File: src/rtl/mmio_regs.sv
`timescale 1ns/100ps

module mmio_regs #(
    parameter int LED_W = 8
) (
    input  logic             clk,
    input  logic             arst_n,
    input  logic             leds_we,
    input  logic [31:0]      wdata,
    input  logic             counter_reset,
    output logic [LED_W-1:0] leds,
    output logic [31:0]      cycle_count
);

    always_ff @(posedge clk or negedge arst_n) begin
        if (!arst_n) begin
            leds <= '0;
        end else if (leds_we) begin
            leds <= wdata[LED_W-1:0];
        end
    end

    // Free-running, wraps at 2^32.
    always_ff @(posedge clk or negedge arst_n) begin
        if (!arst_n) begin
            cycle_count <= '0;
        end else if (counter_reset) begin
            cycle_count <= '0;
        end else begin
            cycle_count <= cycle_count + 32'd1;
        end
    end

    // A clear shows as zero for exactly one cycle, then counting resumes.
    a_cnt_clear: assert property (
        @(posedge clk) disable iff (!arst_n)
        counter_reset ##1 !counter_reset |=> cycle_count == 32'd1
    ) else $error("mmio_regs: counter did not restart from zero");

endmodule

File: config.mk
export PLATFORM = sky130hd
export DESIGN_NAME = mmio_regs
export DESIGN_NICKNAME = d
export VERILOG_FILES = /design/src/rtl/mmio_regs.sv
export SDC_FILE = /design/constraint.sdc
export NUM_CORES = 1
export LEC_CHECK = 0
export BUFFER_PORTS_ARGS = -buffer_cell sky130_fd_sc_hd__buf_2
export CORE_MARGIN = 2
export CORE_UTILIZATION = 24
export DETAILED_ROUTE_END_ITERATION = 10
export GPL_TIMING_DRIVEN = 0
export PLACE_DENSITY = 0.56
export SLEW_MARGIN = 5
export SYNTH_ARGS = -nofsm -noshare
export SYNTH_HDL_FRONTEND = slang
export SYNTH_SLANG_ARGS = --single-unit
File: constraint.sdc
create_clock -name clk -period 3.85 [get_ports clk]
set_input_delay 0.385 -clock clk [delete_from_list [all_inputs] [get_ports clk]]
set_output_delay 0.385 -clock clk [all_outputs]
set_load 0.03 [all_outputs]
* Yosys cells after proc, flatten, opt, wreduce, memory -nomap -nowiden
Cells that the tools add are included.
** Storage, ports and cells
- Input bits :: 36
- Bits in registers :: 40
- Word-level logic and storage cells :: 4
** Cells by class
- Add/sub/neg operators :: 1
- Mux-type cells :: 1
** Operators by type and width (number)
- $add A32 B1 Y32 const B :: 1
- $mux W32 :: 1

* Logic depth before layout (Yosys ltp)
- Depth after elaboration :: 2
- Mapped depth :: 6

* Worst setup path after synthesis
OpenSTA, ideal clock, no wires.
- Path type :: flip-flop to flip-flop
- Start point :: register cycle_count[0]
- End point :: register cycle_count[28]
- Arrival :: 1991 ps
- Required time :: 3772 ps
- Buffers on the path :: 1
- Cell stages (with the launch flop) :: 7
- Clock period less this slack :: 2069 ps
- Setup slack :: 1781 ps
- Cell sequence :: dfrtp_1 > ha_1 > and4_1 > buf_2 > nand2_1 > or4b_2 > a21oi_1
** On the way
- Word-level cells in the longest chain between the ends :: 2
** Ends and longest elaborated chain
- start, declared :: line 12 : output logic [31:0] cycle_count
- start signal, assigned :: line 30 : cycle_count <= cycle_count + 32'd1;
- $add A32 B1 Y32 :: line 30
- $mux W32 :: line 27 : end else if (counter_reset) begin
Every way passes these cells.
A chain may end at the register's enable or synchronous reset.

* Worst setup path after layout
Same ends and word-level chain as after synthesis.

==> flow_summary.rst <==
.. list-table::
   :header-rows: 1

   * - Metric
     - Value
   * - Longest individual stage delay on the worst path
     - 0.66 ns
   * - Detailed Routing Iterations Pass 1
     - 4
   * - Ys flop type
     - sky130_fd_sc_hd__dfrtp_1
   * - Clock latency on the worst-skew pair
     - around 0.30 ns
   * - Final setup violation count
     - 0
   * - Yosys top cell by area
     - sky130_fd_sc_hd__dfrtp_1
   * - Max Transition Viols Final
     - 0
   * - Half-perimeter wire length of the detailed placement result
     - between 3000 and 4000 um
   * - Startpoint Class
     - flop
   * - Root buffer cell
     - sky130_fd_sc_hd__clkbuf_8
   * - Number of global-route vias before repair
     - 1581
   * - Die height
     - roughly 93 um
   * - Post-detailed-routing wire length
     - around 4600 um
   * - Proportion of synthesized chip area in sequential cells
     - 52.6%
   * - Hold-fix buffers, CTS
     - 0
   * - Maximum count of clock buffers along a single path
     - 2
   * - Final RePlAce weighted congestion
     - between 0.6 and 0.7
   * - Synthesized area
     - approximately 1900 um^2
   * - Setup repair after global routing missed its margin
     - no
   * - Post-CTS sizing
     - 0
   * - Number of setup buffers added after CTS
     - 0
   * - Critical Path Fanout Max
     - 7
   * - Setup total negative slack
     - 0 ns
   * - Top Ports
     - 76
   * - Synthesized flop and latch total
     - 40
   * - Chip width
     - just over 90 um
   * - Ys Warns
     - 0
   * - Data required time at the worst endpoint
     - between 4 and 5 ns
   * - Effective utilization at floorplan
     - approximately 25%
   * - Instance count of the mapped netlist
     - approximately 180
   * - Most frequent cells in the layout
     - 52 x sky130_fd_sc_hd__buf_2, 40 x sky130_fd_sc_hd__dfrtp_1, 18 x sky130_fd_sc_hd__a21oi_1
   * - Iter 0 DRT Violations
     - 75
   * - Worst voltage drop across the vdd grid
     - roughly 0.13 mV
   * - Overall power after layout
     - ~0.86 mW
   * - Async set or reset register ratio after synthesis
     - 100%
   * - Drt drc
     - 0
   * - Final Hold Slack
     - around 0.22 ns
   * - Most common cell after layout, fill and taps aside
     - sky130_fd_sc_hd__buf_2
   * - Synth Net Count
     - between 200 and 250
   * - Placeable Area
     - 7690 um^2
   * - Number of sinks handled by clock tree synthesis
     - 40
   * - Type of destination of the critical path
     - flop
   * - CTS H-tree depth
     - 2
   * - Global-route wire length before repair
     - approximately 7700 um
   * - Clock Skew
     - between 0.008 and 0.009 ns
   * - Number of inserted diodes
     - 0
   * - Run status
     - completed
   * - Total number of placement rows
     - 32
   * - Share of the synthesized area in the top cell type
     - a little over half
   * - Initial antenna violation count
     - 0
   * - Number of distinct library cells after synthesis
     - 29
   * - Final Hold Viols
     - 0
   * - Overall Global Routing Usage
     - between 10% and 20%
   * - Count of input and output buffers
     - 50
   * - Static leakage
     - about 1.0 nW
   * - Total global routing overflow
     - 0
   * - Antenna Violating Nets Remaining
     - 0
   * - Worst-path clk slew
     - roughly 0.090 ns
   * - Area added between synthesis and finish
     - 25.9%
   * - Worst min-delay path category
     - in2async
   * - Biggest area contributors in the synthesized netlist
     - sky130_fd_sc_hd__dfrtp_1 53%, sky130_fd_sc_hd__a21oi_1 4.7%, sky130_fd_sc_hd__mux2_2 4.7%
   * - Via Count
     - approximately 1700
   * - Maximum number of pins on one net before global-route repair
     - 41
   * - Maximum operating frequency
     - 474 MHz
   * - Endpoint arrival time on the critical path
     - approximately 2.3 ns
   * - Post-synthesis average cell area
     - 10.4 um^2
   * - EDFF count, synth
     - 0
   * - CP Cell Sequence
     - ha_1 > and4_1 > buf_2 > nand2_1 > or4b_2 > a21oi_1
   * - Final min period
     - about 2.1 ns
   * - Post-Route Utilization
     - roughly 31%
   * - CTS tree
     - yes
   * - Number of instances in the placed design
     - around 330
   * - Worst-case headroom to the max-slew limit
     - 38.6%
   * - Share of final-layout standard cells stronger than drive strength 1
     - roughly 30%
   * - Non-filler instance count after layout
     - 342
   * - Die footprint
     - about 8700 um^2
   * - Max-capacitance violation count
     - 0
   * - Cell at the slowest stage of the critical path
     - sky130_fd_sc_hd__or4b_2
   * - Routed wire per std cell
     - about 14 um
   * - Power Density
     - 361 nW/um^2
   * - Critical Setup Path Class
     - reg2reg
   * - Actual slew at the worst max-slew pin
     - ~0.9 ns
   * - Share of the clock period used by the worst path
     - between 50% and 60%
   * - Net count reported at finish
     - about 280
   * - CTS Buf Count
     - 5
   * - Via-to-Cell Ratio
     - between 4 and 5
[synth_stat cells (2+ instances only)]
| cell type | instances |
|---|---|
| sky130_fd_sc_hd__xnor2_1 | 4 |
| sky130_fd_sc_hd__a21oi_1 | 18 |
| sky130_fd_sc_hd__dfrtp_1 | 40 |
| sky130_fd_sc_hd__o31ai_1 | 7 |
| sky130_fd_sc_hd__nand2_1 | 11 |
| sky130_fd_sc_hd__xor2_1 | 8 |
| sky130_fd_sc_hd__or3_1 | 10 |
| sky130_fd_sc_hd__mux2_2 | 8 |
| sky130_fd_sc_hd__or4_1 | 7 |
| sky130_fd_sc_hd__o41ai_1 | 2 |
| sky130_fd_sc_hd__clkbuf_1 | 5 |
| sky130_fd_sc_hd__nor4_1 | 2 |
| sky130_fd_sc_hd__nand4_1 | 9 |
| sky130_fd_sc_hd__and4_1 | 5 |
| sky130_fd_sc_hd__buf_2 | 2 |
| sky130_fd_sc_hd__nor2_1 | 15 |
| sky130_fd_sc_hd__o21ai_0 | 9 |
| sky130_fd_sc_hd__nand3_1 | 9 |
[registers in the layout, summed over array words and instances (netlist names)]
register	flops
cycle_count	32
leds	8
[critical path, delay by kind of cell (launching register included)]
family | cells | cell delay, ns
flops | 1 | 0.43
buf+inv | 1 | 0.19
compound gates | 1 | 0.17
fa+ha+maj | 1 | 0.23
simple gates | 3 | 1.01
[stage by stage]
| stage | cell area, um^2 | setup slack [ns] |
|---|---|---|
| floorplan | 1900 | 1.78 |
| global placement | 2280 | 1.80 |
| detailed placement | 2280 | 1.75 |
| CTS | 2390 | 1.73 |
| global route | 2390 | 1.57 |
| finish | 2390 | 1.74 |
[kinds of logic (layout without fill, tap and decap cells)]
kind of cell    count (synthesis)  in the layout  share of synthesized area [%]
simple gates                   77             77                           23.9
flops                          40             40                           52.6
compound gates                 36             36                           10.8
xor+xnor                       12             12                           5.53
mux                             8              8                           4.74
buf+inv                         8             66                           1.71
fa+ha+maj                       1              1                          0.658
[layout make-up]
class / instances / area [um^2]
tap: 102 / 128
multi-input combinational: 134 / 868
buffer: 7 / 28.8
sequential: 40 / 1000
fill: 836 / 5290
clock buffer: 5 / 68.8
timing repair buffer: 50 / 250
clock inverter: 3 / 46.3
inverter: 1 / 3.75
[layer usage]
metal | track usage (%) | up-vias | wire length, um | part of all wire (%)
met1 | 14.1 | 812 | 2110 | 45
met5 | 0 | - | 0 | 0
met2 | 18.8 | 44 | 2250 | 48
met4 | 3.43 | 0 | 39 | 0.84
met3 | 2.98 | 5 | 249 | 5.4
li1 | - | 795 | - | -
[power breakdown]
part | internal [mW] | switching [mW] | leakage, nW | total (mW)
registers | 0.431 | 0.00697 | 0.538 | 0.438
clock network | 0.195 | 0.161 | 0.0548 | 0.356
logic | 0.0218 | 0.0476 | 0.445 | 0.0694
total | 0.648 | 0.216 | 1.04 | 0.863
[path summary, 6_finish.rpt]
check	from	end	slack, ns	depth (start not counted)
worst min register to register	leds[7]$_DFFE_PN0P_	leds[7]$_DFFE_PN0P_	0.51	1
min in group clk	counter_reset	cycle_count[31]$_DFF_PN0_	0.30	2
worst max register to register	cycle_count[0]$_DFF_PN0_	cycle_count[28]$_DFF_PN0_	1.74	6
max in group asynchronous	arst_n	cycle_count[28]$_DFF_PN0_	3.06	1
worst max-delay path	cycle_count[0]$_DFF_PN0_	cycle_count[28]$_DFF_PN0_	1.74	6
worst min-delay path	arst_n	leds[0]$_DFFE_PN0P_	0.22	1
Note: power is estimated with default switching activity, not from simulation.
