==> config.mk <==
export PLATFORM = sky130hd
export DESIGN_NAME = uart_tx
export DESIGN_NICKNAME = d
export VERILOG_FILES = /design/src/rtl/uart_tx.sv
export SDC_FILE = /design/constraint.sdc
export NUM_CORES = 1
export LEC_CHECK = 0
export ABC_AREA = 1
export BUFFER_PORTS_ARGS = -buffer_cell sky130_fd_sc_hd__buf_2
export CORE_MARGIN = 8
export CORE_UTILIZATION = 55
export CTS_BUF_LIST = sky130_fd_sc_hd__clkbuf_8
export DETAILED_ROUTE_END_ITERATION = 12
export MAX_ROUTING_LAYER = met4
export PLACE_DENSITY = 0.89
export SLEW_MARGIN = 40
export SYNTH_ARGS = -nofsm -noshare
export SYNTH_HDL_FRONTEND = slang
export SYNTH_SLANG_ARGS = --single-unit
==> constraint.sdc <==
create_clock -name clk -period 2.08 [get_ports clk]
set_clock_uncertainty 0.15 [all_clocks]
set_input_delay 0.624 -clock clk [delete_from_list [all_inputs] [get_ports clk]]
set_output_delay 0.624 -clock clk [all_outputs]
set_load 0.01 [all_outputs]
==> src/rtl/uart_tx.sv <==
`timescale 1ns/100ps

module uart_tx #(
    parameter int CLKS_PER_BIT = 8
) (
    input  logic       clk,
    input  logic       arst_n,
    input  logic       we,
    input  logic [7:0] data,
    output logic       tx,
    output logic       busy
);

    localparam int CW = (CLKS_PER_BIT > 1) ? $clog2(CLKS_PER_BIT) : 1;

    logic [9:0]    frame;      // Stop, data, start; bit 0 is on the line.
    logic [CW-1:0] baud_cnt;
    logic [3:0]    bit_cnt;
    logic          bit_end;

    assign bit_end = baud_cnt == CW'(CLKS_PER_BIT - 1);

    always_ff @(posedge clk or negedge arst_n) begin
        if (!arst_n) begin
            frame    <= '1;
            baud_cnt <= '0;
            bit_cnt  <= '0;
            busy     <= 1'b0;
        end else if (!busy) begin
            if (we) begin
                frame    <= {1'b1, data, 1'b0};
                baud_cnt <= '0;
                bit_cnt  <= '0;
                busy     <= 1'b1;
            end
        end else if (bit_end) begin
            baud_cnt <= '0;
            frame    <= {1'b1, frame[9:1]};
            if (bit_cnt == 4'd9) begin
                busy <= 1'b0;   // Stop bit done.
            end else begin
                bit_cnt <= bit_cnt + 4'd1;
            end
        end else begin
            baud_cnt <= baud_cnt + CW'(1);
        end
    end

    assign tx = frame[0];

    // Line idles high between frames.
    a_idle_high: assert property (
        @(posedge clk) disable iff (!arst_n) !busy |-> tx
    ) else $error("uart_tx: tx low while idle");

endmodule

## Word level (Yosys, flattened, before mapping)

Index checks and enable logic that the tools add are counted.

- Bitwise operators: 0
- Reduce and logical (&&, ||, !) cells: 3
- Equality and inequality tests: 4
- Muxes and demuxes: 14
- Shifts and indexed selects: 0
- Div/mod/pow operators: 0
- $add $sub $neg: 2
- Order comparisons: 0
- Multipliers: 0

Operator list:

| operator | number |
|---|---|
| two-way mux 10 bit | 3 |
| two-way mux 4 bit | 4 |
| two-way mux 3 bit | 3 |
| adder 4 x 1 -> 4 bit (second input constant) | 1 |
| equality test 4 bit (second input constant) | 1 |
| two-way mux 1 bit | 4 |
| adder 3 x 1 -> 3 bit (second input constant) | 1 |
| equality test 3 bit (second input constant) | 1 |
| AND reduction 3 bit | 1 |
| inequality test 2 x 1 -> 1 bit (second input constant) | 1 |
| inequality test 2 bit (second input constant) | 1 |
| AND reduction 2 bit | 1 |
| nonzero test 2 bit | 1 |

- Output and inout port bits: 2
- Bits in writable memories: 0
- Bits in read-only memories: 0
- Register bits after elaboration: 18
- Word-level logic and storage cells: 27
- Bits in latches: 0
- Memories: 0
- Input port bits: 11

## Longest topological paths before layout

Gate-level depths: netlist of run 1.

- Depth in word-level cells: 4
- Gate-level depth with buffers: 8

## Worst setup path before layout of run 1

No wires, ideal clock.

- Path kind: reg2reg
- Start: register baud_cnt[0]
- End: register frame[5]
- Clock period less this slack: 1.413 ns
- Path buffers: 1
- Arrival time: 1.179 ns
- Path slack: 0.667 ns
- Stages on the path, launching flop included: 8
- Cell sequence: dfrtp_1 -> ha_1 -> ha_1 -> nand2_2 -> nand2_4 -> buf_6 -> nor2_1 -> a31oi_1

- Word-level cells in the longest chain between the ends: 3

Ends and longest elaborated chain:

| item | line | text |
|---|---|---|
| from (decl) | 17 | `logic [CW-1:0] baud_cnt;` |
| from (signal assigned) | 45 | `baud_cnt <= baud_cnt + CW'(1);` |
| equality test 3 bit | 21 | `assign bit_end = baud_cnt == CW'(CLKS_PER_BIT - 1);` |
| inequality test 2 x 1 -> 1 bit (no source line) | - |  |
| AND reduction 2 bit (no source line) | - |  |
| to (signal assigned) | 31 | `frame <= {1'b1, data, 1'b0};` |
| to (signal assigned) | 38 | `frame <= {1'b1, frame[9:1]};` |
| to (decl) | 16 | `logic [9:0] frame;` |

Every way passes these cells.
A chain may end at the register's enable or synchronous reset.

## Worst setup path after layout of run 1

- Start: register busy
- End: output port busy

RTL lines:

| item | line | text |
|---|---|---|
| from (decl) | 11 | `output logic busy` |
| from (signal assigned) | 28 | `busy <= 1'b0;` |
| from (signal assigned) | 34 | `busy <= 1'b1;` |
| from (signal assigned) | 40 | `busy <= 1'b0;` |

No word-level cell between the ends.

==> flow_summary.ini, run 1 <==
[status]
status = completed

[pwr]
ir_worst_vdd_mv = 0.795
leakagePower_nw = 0.458
power_per_cell_area_nw_per_um2 = 1400

[drt]
final_antenna_net_count = 0
drc = 0
finalWirelength_um = 1720
dr.pass1.iters = 4
wl_per_cell_um = 14.1
vias_per_cell = 5.65
num_vias = 689
drtIter0Drc = 25

[floorplanning]
core_area_um2 = 1470
ios = 13
dieArea_um2 = 3040
initial_core_util_pct = 57.2
die_w_um = 55.1
row_count = 14
fp.dieH_um = 55.1

[critical_path]
worstReg2RegStart = busy$_DFF_PN0_
critPathSlowestCell = dfrtp_1
startpoint_type = flip-flop
reg2reg_depth = 6
cpPeakStageDelay_ps = 600
cp_cell_sequence = buf_2
crit_fanout = 13
cp-end-kind = primary output
crit_buf_inv = 1
r2r_setup_slack_ps = 410
reg2reg_to = bit_cnt[0]$_DFFE_PN0P_
required_ps = 1310
path_class = reg2out
critical-path-top-delay-family = flip-flops
cp_data_arrival_time_ps = 1080

[synth]
syn_nets = 108
ys_seq_elements = 17
synth_top_family_by_area = simple AND/OR/NAND/NOR gates
postSynthCellCount = 93
synth.area.mux_share_pct = 0
synth_top_area_cell = dfstp_2
syn_area_um2 = 842
synthAdderAreaFrac_pct = 5.94
synth_area_leaders = dfstp_2, dfrtp_1, nand2_1
synth_top_area_share_pct = 28.1
ys_seq_area_share_pct = 51.9
yosysWarnings = 0
synth_compound_area_share_pct = 13.2
post_synth_xor_area_fraction_pct = 0
ys_types = 20
syn_avg_cell_area_um2 = 9.05
yosys.area_share.simple_pct = 23.5

[final_layout]
nets = 122
final_cell_mix = nand2_1, buf_2, nor2_1
final_common_cell = nand2_1
nFillCells = 127
layout-drive-gt1-share_pct = 30.2
layout-area-overhead-vs-synth_pct = 11.7
num_antenna_cells = 0

[cts]
post-cts-setup-buffers = 0
cts_made_buffers = 3
h-tree-depth = 1
ctsResizeCount = 0
path_clk_slew_ps = 70
cts_sinks = 17
cts_root_buf = clkbuf_8
postCtsHoldBufs = 0
clk_path_buf_depth = 2
cts_tree = built
clock_latency_ps = 250

[placed_design]
preCtsSetupSlack_ps = 445
port-buffer-count = 12
gp_congestion = 0.750
dp_hpwl_um = 1260

[sta]
final_hold_viol_count = 0
rsz0062_at_grt = no
finalCritPeriodShare_pct = 89.1
worst_pin_slew_ps = 428
setup_violations = 0
slew_headroom_pct = 71.5
max_freq_mhz = 540
slew_violations = 0
setup_ws_ps = 227
fin_setup_tns_ps = 0
min_period_ps = 1850

[grt]
grtUsageTotal_pct = 12.8
grt_max_degree = 18
grt_pass1_wl_um = 2770
grt_pass1_vias = 658
antenna_found_initial = 0
grt_overflow_total = 0

[flow_run]
cap_violations = 0

[min_path]
min_path_type = in2async
## sequential cells by signal (all words and copies together) (netlist names)
signal / count
busy: 1
baud_cnt: 3
bit_cnt: 4
frame: 9
## through the flow
stage          util (%)  instances  power, W  area (µm²)  hold slack (ps)
2_1_floorplan         -         93  0.000957         842              178
3_3_place_gp       60.8        118   0.00103         895              307
3_5_place_dp       60.8        118   0.00107         895              315
4_1_cts            63.9        122   0.00132         941              141
5_1_grt            63.9        122   0.00142         941              159
6_report           63.9        122   0.00132         941              125
## layout make-up
class	instances	area, µm²	area share, %
multi-input cells	68	359	38.2
repair buffers	12	60.1	6.38
inverters	5	18.8	1.99
clock inverters	1	5.00	0.532
flip-flops and latches	17	437	46.4
clock buffers	3	41.3	4.39
well taps	16	20.0	2.13
## cells in the mapped netlist
master	number
a31oi_1	8
inv_1	4
dfstp_2	9
dfrtp_1	8
ha_1	4
or2_4	1
nand4_1	1
buf_6	2
a21oi_1	2
nand3_1	4
o21ai_1	1
buf_2	1
nand2_1	26
nor2_1	11
o21ai_2	2
a22o_1	1
nand2_4	1
inv_2	1
nand2_2	2
o21ai_0	4
## worst max-delay path by stage
| stage | from | endpoint | slack, ps | cells after the start |
|---|---|---|---|---|
| after floorplan | baud_cnt[0]$_DFFE_PN0P_ | frame[5]$_DFFE_PN1P_ | 670 | 7 |
| after global placement | baud_cnt[0]$_DFFE_PN0P_ | bit_cnt[3]$_DFFE_PN0P_ | 540 | 6 |
| after detailed placement | baud_cnt[0]$_DFFE_PN0P_ | bit_cnt[0]$_DFFE_PN0P_ | 450 | 7 |
| after CTS | busy$_DFF_PN0_ | busy | 240 | 1 |
| after global routing | busy$_DFF_PN0_ | busy | 180 | 1 |
| final | busy$_DFF_PN0_ | busy | 230 | 1 |
## where the power goes
group	leakage, nW	switching (W)	internal, W
combinational	0.244	0.000245	0.000192
sequential	0.189	0.000116	0.000518
clock	0.0255	0.000114	0.000133
## per-layer routing
layer	GRT usage (%)	wire [µm]	vias up	share of wire, %
met5	-	0	-	0
met4	4.80	43	0	2.5
met3	3.74	79	7	4.6
met2	20.7	846	16	49
met1	14.6	750	333	44
li1	-	-	333	-
## cell families (layout without fill, tap and decap cells)
logic type | count (synthesis) | count (layout)
buffers and inverters | 8 | 21
adder cells (fa/ha/maj) | 4 | 4
flip-flops | 17 | 17
AND/OR/NAND/NOR | 46 | 46
AO/OA/AOI/OAI | 18 | 18
Note: power is estimated with default switching activity, not from simulation.
==> run 2, diff against run 1 <==
--- a/config.mk
+++ b/config.mk
@@ -11,6 +11,7 @@
 export CORE_UTILIZATION = 55
 export CTS_BUF_LIST = sky130_fd_sc_hd__clkbuf_8
 export DETAILED_ROUTE_END_ITERATION = 12
+export GPL_TIMING_DRIVEN = 0
 export MAX_ROUTING_LAYER = met4
 export PLACE_DENSITY = 0.89
 export SLEW_MARGIN = 40
==> flow_summary.ini, run 2 (synthesis gave the netlist of run 1 again) <==
[pwr]
internal_power_w = 0.000855
p_switching_w = 0.000446
power_per_cell_area_nw_per_um2 = 1350
ir_worst_vdd_mv = 0.603
pwr-share-seq_pct = 48.2
sw_frac_of_total_pct = 34.3
clkPwrFrac_pct = 18.1
combPwrFrac_pct = 33.7
leakagePower_nw = 0.474

[critical_path]
r2r_setup_slack_ps = 560
critPathSlowestCell = dfstp_2
cpPeakStageDelay_ps = 540
path_class = reg2out
reg2reg_to = frame[5]$_DFFE_PN1P_
cp_data_arrival_time_ps = 910
startpoint_type = flip-flop
crit_fanout = 2
critical-path-top-delay-family = flip-flops
required_ps = 1310
cp-end-kind = primary output
cp_cell_sequence = buf_2
reg2reg_depth = 6
crit_buf_inv = 1
worstReg2RegStart = baud_cnt[0]$_DFFE_PN0P_

[cts]
cts_made_buffers = 3
ctsResizeCount = 0
cts_sinks = 17
h-tree-depth = 1
postCtsHoldBufs = 0
cts_root_buf = clkbuf_8
path_clk_slew_ps = 60
clk_path_buf_depth = 2
clock_latency_ps = 250
cts_tree = built
post-cts-setup-buffers = 0

[drt]
wl_per_cell_um = 12.7
final_antenna_net_count = 0
drtIter0Drc = 20
drt-met1-wl_um = 735
wl_met2_um = 776
drc = 0
num_vias = 672
finalWirelength_um = 1590
dr.max_layer_used = met3
dr.pass1.iters = 5
vias_per_cell = 5.38
wl_met3_um = 75

[sta]
max_freq_mhz = 595
finalCritPeriodShare_pct = 80.8
min_period_ps = 1680
worst_pin_slew_ps = 367
rsz0062_at_grt = no
setup_violations = 0
whs_ps = 134
final_hold_viol_count = 0
slew_violations = 0
slew_headroom_pct = 75.6
fin_setup_tns_ps = 0

[grt]
grt_max_degree = 18
grt_overflow_total = 0
grtUsageTotal_pct = 12.5
grt_pass1_vias = 668
antenna_found_initial = 0
grt_pass1_wl_um = 2750

[final_layout]
layout-drive-gt1-share_pct = 31.2
largest_reg_flops = 9
regMostFlops = frame
top_regs = frame (9), bit_cnt (4), baud_cnt (3)
final_common_cell = nand2_1
nets = 125
final_cell_mix = nand2_1, buf_2, nor2_1
nFillCells = 109
multi_input_area_um2 = 359
final-seq-area_um2 = 437
num_antenna_cells = 0
layout-area-overhead-vs-synth_pct = 14.9

[placed_design]
dp_hpwl_um = 1180
port-buffer-count = 12
gp_congestion = 0.770

[floorplanning]
fp.dieH_um = 55.1
die_w_um = 55.1
core_area_um2 = 1470
initial_core_util_pct = 57.2
ios = 13
row_count = 14
dieArea_um2 = 3040

[flow_run]
cap_violations = 0

[status]
status = completed

[min_path]
min_path_type = in2async
-- run 2: cell types whose count changed in the layout (fill, tap and decap cells not counted) --
cell,before,now
buf_6,0,2
buf_2,12,13
clkinv_2,1,0
inv_1,4,5
-- run 2: how the worst max path moves through the flow --
stage,startpoint,endpoint,slack [ps],cells after the start
CTS,frame[0]$_DFFE_PN1P_,tx,390,1
floorplan,baud_cnt[0]$_DFFE_PN0P_,frame[5]$_DFFE_PN1P_,670,7
finish,frame[0]$_DFFE_PN1P_,tx,400,1
detailed placement,baud_cnt[0]$_DFFE_PN0P_,bit_cnt[1]$_DFFE_PN0P_,550,7
global placement,baud_cnt[0]$_DFFE_PN0P_,bit_cnt[1]$_DFFE_PN0P_,600,7
global route,frame[0]$_DFFE_PN1P_,tx,380,1
-- run 2: cell type report --
| cell class | count | share of cell area, % |
|---|---|---|
| clock inverters | 1 | 0.388 |
| multi-input cells | 68 | 37.1 |
| clock buffers | 3 | 4.27 |
| flip-flops and latches | 17 | 45.1 |
| plain buffers | 3 | 2.85 |
| well taps | 16 | 2.07 |
| repair buffers | 12 | 6.21 |
| inverters | 5 | 1.94 |
-- run 2: power by group through the flow --
stage | Clock [W] | Combinational (W) | Sequential, W
finish | 0.000235 | 0.000439 | 0.000627
global route | 0.000254 | 0.000518 | 0.000642
CTS | 0.000242 | 0.000445 | 0.000625
detailed placement | 0 | 0.000440 | 0.000629
global placement | 0 | 0.000419 | 0.000620
floorplan | 0 | 0.000348 | 0.000610
-- run 2: per-stage QoR --
| stage | setup slack (ps) | util (%) | cell area (µm²) | total power [W] | std cells |
|---|---|---|---|---|---|
| floorplan | 667 | - | 842 | 0.000957 | 93 |
| global placement | 598 | 62.7 | 922 | 0.00104 | 121 |
| detailed placement | 553 | 62.7 | 922 | 0.00107 | 121 |
| CTS | 392 | 65.7 | 967 | 0.00131 | 125 |
| global route | 381 | 65.7 | 967 | 0.00141 | 125 |
| finish | 399 | 65.7 | 967 | 0.00130 | 125 |
-- run 2: metal layers --
metal  track usage [%]  vias to the layer above
met5                 -                        -
met4              3.60                        0
met3              4.28                        0
met2              20.3                       12
met1              14.3                      318
li1                  -                      342
==> run 3, diff against run 2 <==
==> constraint.sdc (replaced) <==
create_clock -name clk -period 1.6 [get_ports clk]
set_clock_uncertainty 0.15 [all_clocks]
set_input_delay 0.48 -clock clk [delete_from_list [all_inputs] [get_ports clk]]
set_output_delay 0.48 -clock clk [all_outputs]
set_load 0.01 [all_outputs]
==> flow_summary.ini, run 3 (synthesis gave the netlist of run 1 again) <==
[critical_path]
cp-end-kind = flip-flop
critPathSlowestCell = dfrtp_1
cpPeakStageDelay_ps = 390
cp_common_cell = ha_1
cp_data_arrival_time_ps = 1570
worstReg2RegStart = baud_cnt[0]$_DFFE_PN0P_
critical-path-top-delay-family = adder cells
path_class = reg2reg
cp_cell_sequence = ha_1 -> ha_1 -> nand2_2 -> nand2_4 -> buf_6 -> nor2_1 -> a31oi_2
crit_fanout = 10
startpoint_type = flip-flop
crit_buf_inv = 1
startpoint = baud_cnt[0]$_DFFE_PN0P_
required_ps = 1620

[placed_design]
preCtsSetupSlack_ps = 73.4
port-buffer-count = 12
place_area_um2 = 922
dp_hpwl_um = 1180
gp_congestion = 0.770
dp_cells = 121

[final_layout]
layout-area-overhead-vs-synth_pct = 16.8
layout-drive-gt1-share_pct = 33.6
nets = 126
regMostFlops = frame
final_area_um2 = 983
final_cell_mix = nand2_1, buf_2, nor2_1
fin_cells = 126
num_antenna_cells = 0
largest_reg_flops = 9
nFillCells = 107
top_regs = frame (9), bit_cnt (4), baud_cnt (3)
final_common_cell = nand2_1

[floorplanning]
fp.dieH_um = 55.1
initial_core_util_pct = 57.2
dieArea_um2 = 3040
row_count = 14
die_w_um = 55.1
core_area_um2 = 1470
ios = 13

[grt]
grt_pass1_vias = 668
grt_overflow_total = 0
grt_pass1_wl_um = 2750
antenna_found_initial = 0
grt_max_degree = 18
grtUsageTotal_pct = 12.5

[cts]
postCtsHoldBufs = 0
clock_latency_ps = 250
path_clk_slew_ps = 60
cts_tree = built
h-tree-depth = 1
cts_made_buffers = 3
cts_sinks = 17
clk_path_buf_depth = 2
cts_root_buf = clkbuf_8

[drt]
vias_per_cell = 5.44
num_vias = 685
finalWirelength_um = 1630
wl_per_cell_um = 12.9
drtIter0Drc = 16
dr.pass1.iters = 4
final_antenna_net_count = 0
drc = 0

[pwr]
power.total_w = 0.00173
power_per_cell_area_nw_per_um2 = 1760
leakagePower_nw = 0.480
ir_worst_vdd_mv = 0.861

[status]
status = complete, but fails checks
failed_checks = negative hold slack

[sta]
final_hold_viol_count = 8
worst_pin_slew_ps = 367
setup_violations = 0
slew_headroom_pct = 75.5
finalCritPeriodShare_pct = 96.5
slew_violations = 0
min_period_ps = 1540
whs_ps = -11.5
setup_ws_ps = 56.5
max_freq_mhz = 648

[flow_run]
cap_violations = 0

[min_path]
min_path_type = in2async
run 3: final cells by class:
cell class	count	area [µm²]	area share [%]
tap	16	20.0	2.04
inverter	5	18.8	1.91
buffer	3	27.5	2.80
clock buffer	3	41.3	4.20
clock inverter	1	3.75	0.382
timing repair buffer	13	67.6	6.87
sequential	17	437	44.4
multi-input combinational	68	368	37.4
run 3: what timing repair did:
| action | 4_1_cts | 5_1_grt |
|---|---|---|
| setup buffers | 0 | 1 |
| endpoints found under the setup margin | 0 | 6 |
| resized for setup | 0 | 4 |
run 3: final timing paths:
check	endpoint	slack [ps]	depth (start not counted)
max	frame[5]$_DFFE_PN1P_	60	7
min	bit_cnt[0]$_DFFE_PN0P_	-10	1
max reg2reg	frame[5]$_DFFE_PN1P_	60	7
min reg2reg	frame[0]$_DFFE_PN1P_	330	2
max in group asynchronous	frame[1]$_DFFE_PN1P_	1010	1
min in group clk	frame[2]$_DFFE_PN1P_	300	3
run 3: power breakdown:
part,total [W],internal [W],switching (W)
combinational,0.000615,0.000292,0.000323
sequential,0.000813,0.000674,0.000139
clock,0.000307,0.000170,0.000137
total,0.00173,0.00114,0.000599
run 3: metrics by stage:
step	TNS, ps	util (%)	hold slack [ps]
after floorplan	0	-	34.4
after global placement	0	62.7	264
after detailed placement	0	62.7	268
after CTS	0	65.7	3.84
after global routing	-3.29	66.8	19.2
final	0	66.8	-11.5
run 3: per-layer routing:
layer | global-route usage [%] | vias up | wire (µm) | share of wire (%)
li1 | - | 344 | - | -
met1 | 14.3 | 322 | 724 | 44
met2 | 20.3 | 17 | 801 | 49
met3 | 4.28 | 2 | 94 | 5.8
met4 | 3.60 | 0 | 7 | 0.43
met5 | - | - | 0 | 0
