## src/rtl/store_pkg.sv

```systemverilog
package store_pkg;

    // Opcode field of a store, funct5 of the instruction.
    localparam logic [4:0] OPC_STORE_5 = 5'b01000;

    // Store widths, funct3.
    localparam logic [2:0] FNC_SB = 3'd0;
    localparam logic [2:0] FNC_SH = 3'd1;
    localparam logic [2:0] FNC_SW = 3'd2;

    // MMIO register select, addr[5:3].
    localparam logic [2:0] MMIO_UART_TX = 3'b001;
    localparam logic [2:0] MMIO_CNT_RST = 3'b011;
    localparam logic [2:0] MMIO_LEDS    = 3'b110;

    // Region select bits of the address.
    localparam int DMEM_SEL_BIT = 28;
    localparam int IMEM_SEL_BIT = 29;
    localparam int MMIO_SEL_BIT = 31;

    // Store request as seen at the end of execute.
    typedef struct packed {
        logic [31:0] addr;
        logic [31:0] rs2;
        logic        we;
        logic [4:0]  funct5;
        logic [2:0]  funct3;
        logic        pc30;   // Set while running from a PC that may write imem.
    } store_req_t;

    // Byte-enable write port of a word RAM.
    typedef struct packed {
        logic [29:0] addr;   // Word address.
        logic [31:0] data;
        logic [3:0]  wea;
    } mem_wr_t;

endpackage
```

## src/rtl/store_wsel.sv

```systemverilog
`timescale 1ns/100ps

module store_wsel (
    input  store_pkg::store_req_t req,
    output store_pkg::mem_wr_t    dmem_wr,
    output store_pkg::mem_wr_t    imem_wr,
    output logic                  uart_we,
    output logic [7:0]            uart_data,
    output logic                  counter_reset,
    output logic                  leds_we,
    output logic [31:0]           wdata
);

    import store_pkg::*;

    logic [3:0] mask;
    logic       dmem_sel;
    logic       imem_sel;
    logic       mmio_sel;

    // Lane alignment and byte mask.
    always_comb begin
        mask  = 4'b0000;
        wdata = req.rs2;
        if (req.we && req.funct5 == OPC_STORE_5) begin
            case (req.funct3)
                FNC_SB: begin
                    mask  = 4'b0001 << req.addr[1:0];
                    wdata = {24'b0, req.rs2[7:0]} << {req.addr[1:0], 3'b000};
                end
                FNC_SH: begin
                    if (req.addr[1]) begin
                        mask  = 4'b1100;
                        wdata = {req.rs2[15:0], 16'b0};
                    end else begin
                        mask  = 4'b0011;
                        wdata = {16'b0, req.rs2[15:0]};
                    end
                end
                FNC_SW: begin
                    mask = 4'b1111;
                end
                default: ;   // Unsupported width, nothing written.
            endcase
        end
    end

    assign dmem_sel = req.addr[DMEM_SEL_BIT];
    assign imem_sel = req.addr[IMEM_SEL_BIT] && req.pc30;
    assign mmio_sel = req.addr[MMIO_SEL_BIT];

    assign dmem_wr.addr = req.addr[31:2];
    assign dmem_wr.data = wdata;
    assign dmem_wr.wea  = dmem_sel ? mask : 4'b0000;

    assign imem_wr.addr = req.addr[31:2];
    assign imem_wr.data = wdata;
    assign imem_wr.wea  = imem_sel ? mask : 4'b0000;

    assign uart_we   = mmio_sel && req.addr[5:3] == MMIO_UART_TX && mask[0];
    assign uart_data = wdata[7:0];

    // Strobes only fire on a real store.
    assign counter_reset = mmio_sel && req.addr[5:3] == MMIO_CNT_RST && |mask;
    assign leds_we       = mmio_sel && req.addr[5:3] == MMIO_LEDS && |mask;

    // One store reaches one target only; overlapping region bits are a map error.
    always_comb begin
        assert final ($onehot0({|dmem_wr.wea, |imem_wr.wea, uart_we,
                                counter_reset, leds_we}))
            else $error("store_wsel: store hits more than one target");
    end

endmodule

```

## config.mk

```make
export PLATFORM = sky130hd
export DESIGN_NAME = store_wsel
export DESIGN_NICKNAME = d
export VERILOG_FILES = /design/src/rtl/store_pkg.sv /design/src/rtl/store_wsel.sv
export SDC_FILE = /design/constraint.sdc
export NUM_CORES = 1
export LEC_CHECK = 0
export BUFFER_PORTS_ARGS = -buffer_cell sky130_fd_sc_hd__buf_2
export CELL_PAD_IN_SITES_DETAIL_PLACEMENT = 1
export CELL_PAD_IN_SITES_GLOBAL_PLACEMENT = 1
export CORE_UTILIZATION = 19
export DETAILED_ROUTE_END_ITERATION = 10
export GPL_TIMING_DRIVEN = 0
export PLACE_DENSITY_LB_ADDON = 0.1
export SLEW_MARGIN = 30
export SYNTH_ARGS = -nofsm -noshare
export SYNTH_HDL_FRONTEND = slang
export SYNTH_SLANG_ARGS = --single-unit
```

## constraint.sdc

```tcl
create_clock -name vclk -period 2.1
set_input_delay 0.315 -clock vclk [all_inputs]
set_output_delay 0.315 -clock vclk [all_outputs]
set_load 0.005 [all_outputs]
```

[Yosys cells after proc, flatten, opt, wreduce, memory -nomap -nowiden]
Index checks and enable logic that the tools add are counted.
W data, S select, Z words.
Cells by class
  bitwise operators: 0
  divide/modulo/power cells: 0
  shifts and indexed selects: 2
  muxes and demuxes: 8
  magnitude comparators: 0
  reductions and logical operators: 10
  eq/ne operators: 6
  add/sub/neg operators: 0
  $mul: 0
Operators by type and width (count)
  $mux W32: 2
  $pmux W32 S2: 1
  $shl A8 B5 Y32: 1
  $mux W4: 4
  $pmux W4 S3: 1
  $logic_and A1 B1 Y1: 8
  $eq A3 B1 Y1 const B: 2
  $eq A3 B2 Y1 const B: 2
  $eq A5 B4 Y1 const B: 1
  $reduce_or A4 Y1: 1
  $shl A1 B2 Y4 const A: 1
  $eq A3 B3 Y1 const B: 1
  $logic_not A3 Y1: 1
Word-level totals
  memory bits (writable): 0
  latch bits: 0
  register bits after elaboration: 0
  ROM bits: 0
  output and inout bits: 175
  memories kept: 0

[Logic depth before layout (Yosys ltp)]
Gate-level depths: netlist (run 1).
  word-level depth: 5
  mapped depth: 6

[Least setup slack after synthesis (run 1)]
No wires, ideal clock.
  path kind: input-to-output
  start: in req[5] in the netlist's numbering
  end: out imem_wr[26] in the netlist's numbering
  path buffers: 3
  data arrival time: 1606 ps
  required time: 1785 ps
  setup slack: 179 ps
  stages: 6
  cell sequence: nor4b_4 -> and2_1 -> buf_4 -> buf_6 -> mux2_1 -> buf_4
RTL lines
  from (decl): RTL line store_wsel.sv:4  | input store_pkg::store_req_t req,
  to (decl): RTL line store_wsel.sv:6  | output store_pkg::mem_wr_t imem_wr,

==> results of run 1 <==
-- cells by family (layout without fill, tap and decap cells) --
| family | Yosys count | after routing |
|---|---|---|
| buffers and inverters | 145 | 374 |
| AO/OA/AOI/OAI | 40 | 40 |
| multiplexers | 8 | 8 |
| AND/OR/NAND/NOR | 42 | 42 |
-- power groups by stage --
stage / clock network [mW] / logic [mW] / registers, mW
after global routing: 0 / 0.635 / 0
after CTS: 0 / 0.565 / 0
after detailed placement: 0 / 0.555 / 0
after global placement: 0 / 0.548 / 0
after floorplan: 0 / 0.306 / 0
final: 0 / 0.584 / 0
-- worst max-delay path, delay by kind of cell --
kind | cells | cell delay (ns)
and+or+nand+nor | 2 | 0.59
muxes | 1 | 0.32
buffers and inverters | 4 | 0.48
-- final timing paths --
path / from / slack (ns) / cells past startpoint / end
max: req[3] / 0.08 / 7 / imem_wr[27]
min: req[60] / 0.80 / 2 / imem_wr[52]
-- placed cells by master, fill, tap and decap left out, types with 2 or more instances in the layout --
master    Yosys  layout
a21boi_0      8       7
a21oi_1       3       3
a22o_1       16      16
a31o_4        0       8
and2_4        0       9
and3_1        8       8
buf_2         3     219
buf_4       133     135
buf_6         1      12
clkbuf_1      5       4
inv_1         3       3
mux2_2        6       6
mux2_4        0       2
nand4_1       3       3
nor2_1        8       8
nor2b_1       2       2
nor3_1        2       2
nor4_1        2       2
nor4b_4       1       2
o21ai_0       2       2
-- through the flow --
stage,worst slack (ns),instance area (µm²),hold WS (ns)
after floorplan,0.179,1740,0.665
after global routing,-0.0331,3230,0.798
after global placement,-0.302,3000,0.797
after detailed placement,-0.278,3000,0.796
final,0.0770,3230,0.796
after CTS,-0.00308,3080,0.797
-- final cells by class --
cell class | count | area share
multi-input cells | 90 | 0.250
repair buffers | 233 | 0.382
well taps | 108 | 0.0419
plain buffers | 138 | 0.323
inverters | 3 | 0.00349
-- repair_timing --
item	in CTS	in global routing
endpoints found under the setup margin	90	76
gates resized for setup	14	30
pin swaps	2	6
buffers inserted	4	4
-- layer usage --
metal,GRT usage,wire [µm],vias to the layer above
li1,-,-,1122
met1,0.150,2660,1036
met2,0.293,4060,130
met3,0.0230,648,0
met4,0,0,0
met5,0,0,-
==> metrics.txt, run 1 <==
# TYPE chip_impl_metric gauge
chip_impl_metric{name="internal-power",unit="mW"} 0.369
chip_impl_metric{name="finish.utilization",unit=""} 0.366
chip_impl_metric{name="final_period_minus_worst_setup_slack",unit="ns"} 2.02
chip_impl_metric{name="place.port_buffers",unit=""} 225
chip_impl_info{name="synth.area.top_cells",value="buf_4 (57%), a22o_1 (8.1%), a31o_2 (4.0%), mux2_2 (3.9%), a21boi_0 (3.5%)"} 1
chip_impl_metric{name="register_area",unit="µm²"} 0
chip_impl_metric{name="synth.cell_area",unit="µm²"} 1740
chip_impl_metric{name="drt-initial-drc-count",unit=""} 51
chip_impl_metric{name="post_synth_xor_area_fraction",unit=""} 0
chip_impl_metric{name="wirelength",unit="mm"} 7.37
chip_impl_metric{name="power-per-cell-area",unit="nW/µm²"} 181
chip_impl_metric{name="fin_crit_sh",unit=""} 0.963
chip_impl_metric{name="synth_area_in_compound_gates",unit=""} 0.184
chip_impl_metric{name="syn-instance-count",unit=""} 235
chip_impl_metric{name="place_congestion",unit=""} 0.692
chip_impl_metric{name="leakagePower",unit="nW"} 1.96
chip_impl_metric{name="io_pins",unit=""} 249
chip_impl_metric{name="start_util",unit=""} 0.197
chip_impl_metric{name="synth.net_count",unit=""} 309
chip_impl_metric{name="power.combinational.fraction",unit=""} 1.000
chip_impl_metric{name="synth-warning-count",unit=""} 0
chip_impl_metric{name="multi_input_area",unit="µm²"} 806
chip_impl_metric{name="post_synth_mux_area_share",unit=""} 0.0518
chip_impl_metric{name="finish.cell_count_without_fillers",unit=""} 572
chip_impl_metric{name="adder_cell_area_share_of_the_yosys_netlist",unit=""} 0
chip_impl_info{name="synth_top_family_by_area",value="buffers and inverters"} 1
chip_impl_metric{name="route.vias.total",unit=""} 2288
chip_impl_info{name="violations",value="design-rule violations"} 1
chip_impl_metric{name="number_of_clock_buffers_in_the_layout",unit=""} 0
chip_impl_metric{name="p_total",unit="mW"} 0.584
chip_impl_metric{name="area_growth_syn_to_fin",unit="%"} 85.5
chip_impl_metric{name="place.detailed.hpwl",unit="mm"} 6.51
chip_impl_metric{name="placeableCoreArea",unit="µm²"} 8810
chip_impl_metric{name="net-switching-power",unit="mW"} 0.214
chip_impl_metric{name="clock_power_share",unit=""} 0
chip_impl_info{name="ys_top_cells_by_count",value="buf_4 (133), a22o_1 (16), and2_1 (9)"} 1
chip_impl_info{name="min_path_type",value="in2out"} 1
chip_impl_metric{name="crit_required",unit="ns"} 1.78
chip_impl_info{name="rsz0062_at_grt",value="true"} 1
chip_impl_metric{name="worst-path-max-fanout",unit=""} 7
chip_impl_info{name="crit_path_cell_trace",value="buf_4, nor4b_4, and2_4, buf_8, mux2_4, buf_6, buf_2"} 1
chip_impl_metric{name="timing_hold_violations_final",unit=""} 0
chip_impl_metric{name="timing.final.setup_violations",unit=""} 0
chip_impl_metric{name="floorplan.die.width",unit="µm"} 97.7
chip_impl_metric{name="fillerInstances",unit=""} 1134
chip_impl_metric{name="slew_headroom",unit=""} 0.576
chip_impl_info{name="outcome",value="complete, but fails checks"} 1
chip_impl_metric{name="drcViolationCount",unit=""} 30
chip_impl_metric{name="placed_cells_incl_taps",unit=""} 568
chip_impl_metric{name="power.ir.vdd_worst",unit="V"} 0.0000603
chip_impl_metric{name="drt_first_pass_iters",unit=""} 7
chip_impl_metric{name="ctsHoldBuffers",unit=""} 0
chip_impl_metric{name="fraction_of_post_synthesis_cell_area_in_the_top_cell_type_by_area",unit=""} 0.574
chip_impl_metric{name="seqPwrFrac",unit=""} 0
chip_impl_metric{name="timing.max_cap.violations",unit=""} 0
chip_impl_info{name="yosysMostFrequentCell",value="buf_4"} 1
chip_impl_metric{name="p_sw_frac",unit=""} 0.367
chip_impl_metric{name="grt_start_max_net_pins",unit=""} 11
chip_impl_metric{name="n_sequential_cell",unit=""} 0
chip_impl_metric{name="gr-usage-all-layers",unit=""} 0.139
chip_impl_info{name="startpoint_type",value="input port"} 1
chip_impl_metric{name="drtAntennaViolNets",unit=""} 0
chip_impl_metric{name="synth_simple_gate_area_frac",unit=""} 0.158
chip_impl_metric{name="placementRows",unit=""} 34
chip_impl_metric{name="final_layout_size_suffix_gt1_frac",unit=""} 0.858
chip_impl_metric{name="worst_pin_slew",unit="ns"} 0.635
chip_impl_info{name="synth_area_leader_cell",value="buf_4"} 1
chip_impl_metric{name="vias_per_cell",unit=""} 4.00
chip_impl_metric{name="number_of_antenna_violations_at_the_first_check_in_global_routing",unit=""} 0
chip_impl_info{name="worstSetupPathType",value="in2out"} 1
chip_impl_metric{name="synth.distinct_cells",unit=""} 30
chip_impl_metric{name="grt_overflow_total",unit=""} 0
chip_impl_info{name="crit_slowest_cell",value="nor4b_4"} 1
chip_impl_metric{name="grt_pass1_wl",unit="mm"} 10.9
chip_impl_metric{name="first_global_vias",unit=""} 2181
chip_impl_metric{name="slew_violations",unit=""} 0
chip_impl_metric{name="slowest_delay",unit="ns"} 0.33
chip_impl_metric{name="yosysSeqAreaShare",unit=""} 0
chip_impl_info{name="critPathCaptureType",value="output pin"} 1
chip_impl_metric{name="worstPathArrival",unit="ns"} 1.71
chip_impl_metric{name="antennaDiodeCount",unit=""} 0
chip_impl_metric{name="timing.setup.tns",unit="ns"} 0
chip_impl_metric{name="fp.dieArea",unit="µm²"} 9540
chip_impl_metric{name="fmax",unit="GHz"} 0.494
chip_impl_metric{name="dieHeight",unit="µm"} 97.7
chip_impl_metric{name="finish.net_count",unit=""} 540
chip_impl_metric{name="syn_area_per_cell",unit="µm²"} 7.40
chip_impl_metric{name="routed_wire_length_per_instance",unit="µm"} 12.9
Note: power is estimated with default switching activity, not from simulation.
==> run 2: changes to the inputs <==
- CORE_ASPECT_RATIO: unset -> 1.1
- CORE_MARGIN: unset -> 2
==> run 2 against run 1 <==
- the flow now finishes without violations
- cell count increased by 2.3%
- first-iteration DRC count decreased by 22%
- via count increased by 3.1%
- sequential share of layout area unchanged
- global-route usage increased by 0.69 points
- hold slack about the same
- maximum frequency decreased by 2.1%
- wire length increased by 12%
- worst setup slack got worse by 0.043 ns
- largest cell class unchanged
- largest power group unchanged
- highest routed layer is now met4
==> metrics.txt, run 2 (synthesis gave the netlist of run 1 again) <==
# TYPE chip_impl_metric gauge
chip_impl_metric{name="slew_headroom",unit=""} 0.635
chip_impl_metric{name="place_congestion",unit=""} 0.711
chip_impl_info{name="worstSetupPathType",value="in2out"} 1
chip_impl_metric{name="p_total",unit="mW"} 0.603
chip_impl_metric{name="place.detailed.hpwl",unit="mm"} 6.93
chip_impl_info{name="rsz0062_at_grt",value="true"} 1
chip_impl_metric{name="dr_wl_met2",unit="mm"} 4.42
chip_impl_metric{name="grt_overflow_total",unit=""} 0
chip_impl_metric{name="dieHeight",unit="µm"} 104
chip_impl_info{name="critPathCaptureType",value="output pin"} 1
chip_impl_info{name="most-common-layout-cells",value="buf_2 (209), buf_4 (134), buf_6 (26), a22o_1 (14), and2_1 (9)"} 1
chip_impl_metric{name="power.combinational.fraction",unit=""} 1.000
chip_impl_metric{name="place.port_buffers",unit=""} 225
chip_impl_metric{name="net-switching-power",unit="mW"} 0.221
chip_impl_metric{name="wirelength",unit="mm"} 8.22
chip_impl_metric{name="timing.final.setup_violations",unit=""} 0
chip_impl_info{name="most_common_cell_after_layout_fill_and_taps_aside",value="buf_2"} 1
chip_impl_metric{name="drt_first_pass_iters",unit=""} 4
chip_impl_metric{name="number_of_antenna_violations_at_the_first_check_in_global_routing",unit=""} 0
chip_impl_metric{name="grt_pass1_wl",unit="mm"} 11.7
chip_impl_metric{name="hold_depth",unit=""} 2
chip_impl_metric{name="fin_crit_sh",unit=""} 0.984
chip_impl_metric{name="gr-usage-all-layers",unit=""} 0.146
chip_impl_metric{name="power-per-cell-area",unit="nW/µm²"} 179
chip_impl_metric{name="slew_violations",unit=""} 0
chip_impl_metric{name="floorplan.die.width",unit="µm"} 95.2
chip_impl_metric{name="final.hold.worst_slack",unit="ns"} 0.796
chip_impl_metric{name="fp.dieArea",unit="µm²"} 9940
chip_impl_info{name="top_routing_layer_used",value="met4"} 1
chip_impl_metric{name="worst_pin_slew",unit="ns"} 0.547
chip_impl_info{name="outcome",value="completed"} 1
chip_impl_metric{name="n_sequential_cell",unit=""} 0
chip_impl_metric{name="ctsHoldBuffers",unit=""} 0
chip_impl_metric{name="placed_cells_incl_taps",unit=""} 574
chip_impl_metric{name="register_area",unit="µm²"} 0
chip_impl_metric{name="finish.cell_count_without_fillers",unit=""} 585
chip_impl_info{name="startpoint_type",value="input port"} 1
chip_impl_metric{name="antennaDiodeCount",unit=""} 0
chip_impl_metric{name="worst-path-max-fanout",unit=""} 6
chip_impl_metric{name="io_pins",unit=""} 249
chip_impl_metric{name="timing.setup.tns",unit="ns"} 0
chip_impl_metric{name="fmax",unit="GHz"} 0.484
chip_impl_metric{name="timing_hold_violations_final",unit=""} 0
chip_impl_metric{name="timing.max_cap.violations",unit=""} 0
chip_impl_metric{name="first_global_vias",unit=""} 2300
chip_impl_info{name="min_path_type",value="in2out"} 1
chip_impl_metric{name="wl_met1",unit="mm"} 2.82
chip_impl_metric{name="start_util",unit=""} 0.196
chip_impl_metric{name="clock_power_share",unit=""} 0
chip_impl_metric{name="finish.net_count",unit=""} 547
chip_impl_metric{name="drcViolationCount",unit=""} 0
chip_impl_metric{name="routed_wire_length_per_instance",unit="µm"} 14.1
chip_impl_metric{name="seqPwrFrac",unit=""} 0
chip_impl_metric{name="number_of_clock_buffers_in_the_layout",unit=""} 0
chip_impl_metric{name="vias_per_cell",unit=""} 4.03
chip_impl_metric{name="power.ir.vdd_worst",unit="V"} 0.0000617
chip_impl_metric{name="drtAntennaViolNets",unit=""} 0
chip_impl_metric{name="worstPathArrival",unit="ns"} 1.75
chip_impl_metric{name="final_period_minus_worst_setup_slack",unit="ns"} 2.07
chip_impl_metric{name="internal-power",unit="mW"} 0.382
chip_impl_metric{name="placementRows",unit=""} 36
chip_impl_metric{name="met3_wirelength",unit="µm"} 966
chip_impl_metric{name="final_layout_size_suffix_gt1_frac",unit=""} 0.847
chip_impl_metric{name="drt-initial-drc-count",unit=""} 40
chip_impl_metric{name="route.vias.total",unit=""} 2359
chip_impl_metric{name="crit_required",unit="ns"} 1.78
chip_impl_metric{name="placeableCoreArea",unit="µm²"} 8870
chip_impl_metric{name="leakagePower",unit="nW"} 2.02
chip_impl_metric{name="area_growth_syn_to_fin",unit="%"} 93.5
chip_impl_metric{name="p_sw_frac",unit=""} 0.366
chip_impl_metric{name="grt_start_max_net_pins",unit=""} 11
[run 2: cell types whose count changed in the layout (fill, tap and decap cells not counted), sizes merged]
cell,change
buf,+6
clkbuf,+1
[run 2: worst max-delay path: stages]
cell	delay, ns
buf_8	0.10
nor4b_4	0.34
and2_1	0.19
buf_6	0.12
buf_12	0.12
mux2_4	0.31
buf_4	0.14
buf_6	0.10
[run 2: area by class of cell]
class | instances | area, µm²
well taps | 114 | 143
fillers | 1185 | 5510
inverters | 3 | 11.3
repair buffers | 237 | 1370
multi-input cells | 90 | 749
plain buffers | 141 | 1090
[run 2: repair_timing]
item / 4_1_cts / 5_1_grt
resized for setup: 19 / 34
cloned: 0 / 1
endpoints found under the hold margin: 0 / 0
pin swaps: 3 / 4
setup buffers: 5 / 6
setup endpoints to repair: 84 / 64
[run 2: routing by layer]
metal	global-route usage	vias to the layer above
li1	-	1141
met1	0.158	1075
met2	0.289	141
met3	0.0399	2
met4	0.00311	0
met5	0	-
[run 2: power by group through the flow]
stage	clock network (mW)	logic (mW)	registers (mW)
2_1_floorplan	0	0.306	0
3_3_place_gp	0	0.553	0
3_5_place_dp	0	0.561	0
4_1_cts	0	0.577	0
5_1_grt	0	0.659	0
6_report	0	0.603	0
[run 2: path summary, 6_finish.rpt]
path | start | slack [ns] | to
setup / recovery | req[6] | 0.03 | wdata[20]
hold / removal | req[49] | 0.80 | dmem_wr[41]
[run 2: through the flow]
step | setup slack [ns] | area (µm²) | utilization
2_1_floorplan | 0.179 | 1740 | -
3_3_place_gp | -0.352 | 3010 | 0.339
3_5_place_dp | -0.386 | 3010 | 0.339
4_1_cts | -0.0241 | 3130 | 0.353
5_1_grt | -0.00880 | 3360 | 0.379
6_report | 0.0343 | 3360 | 0.379
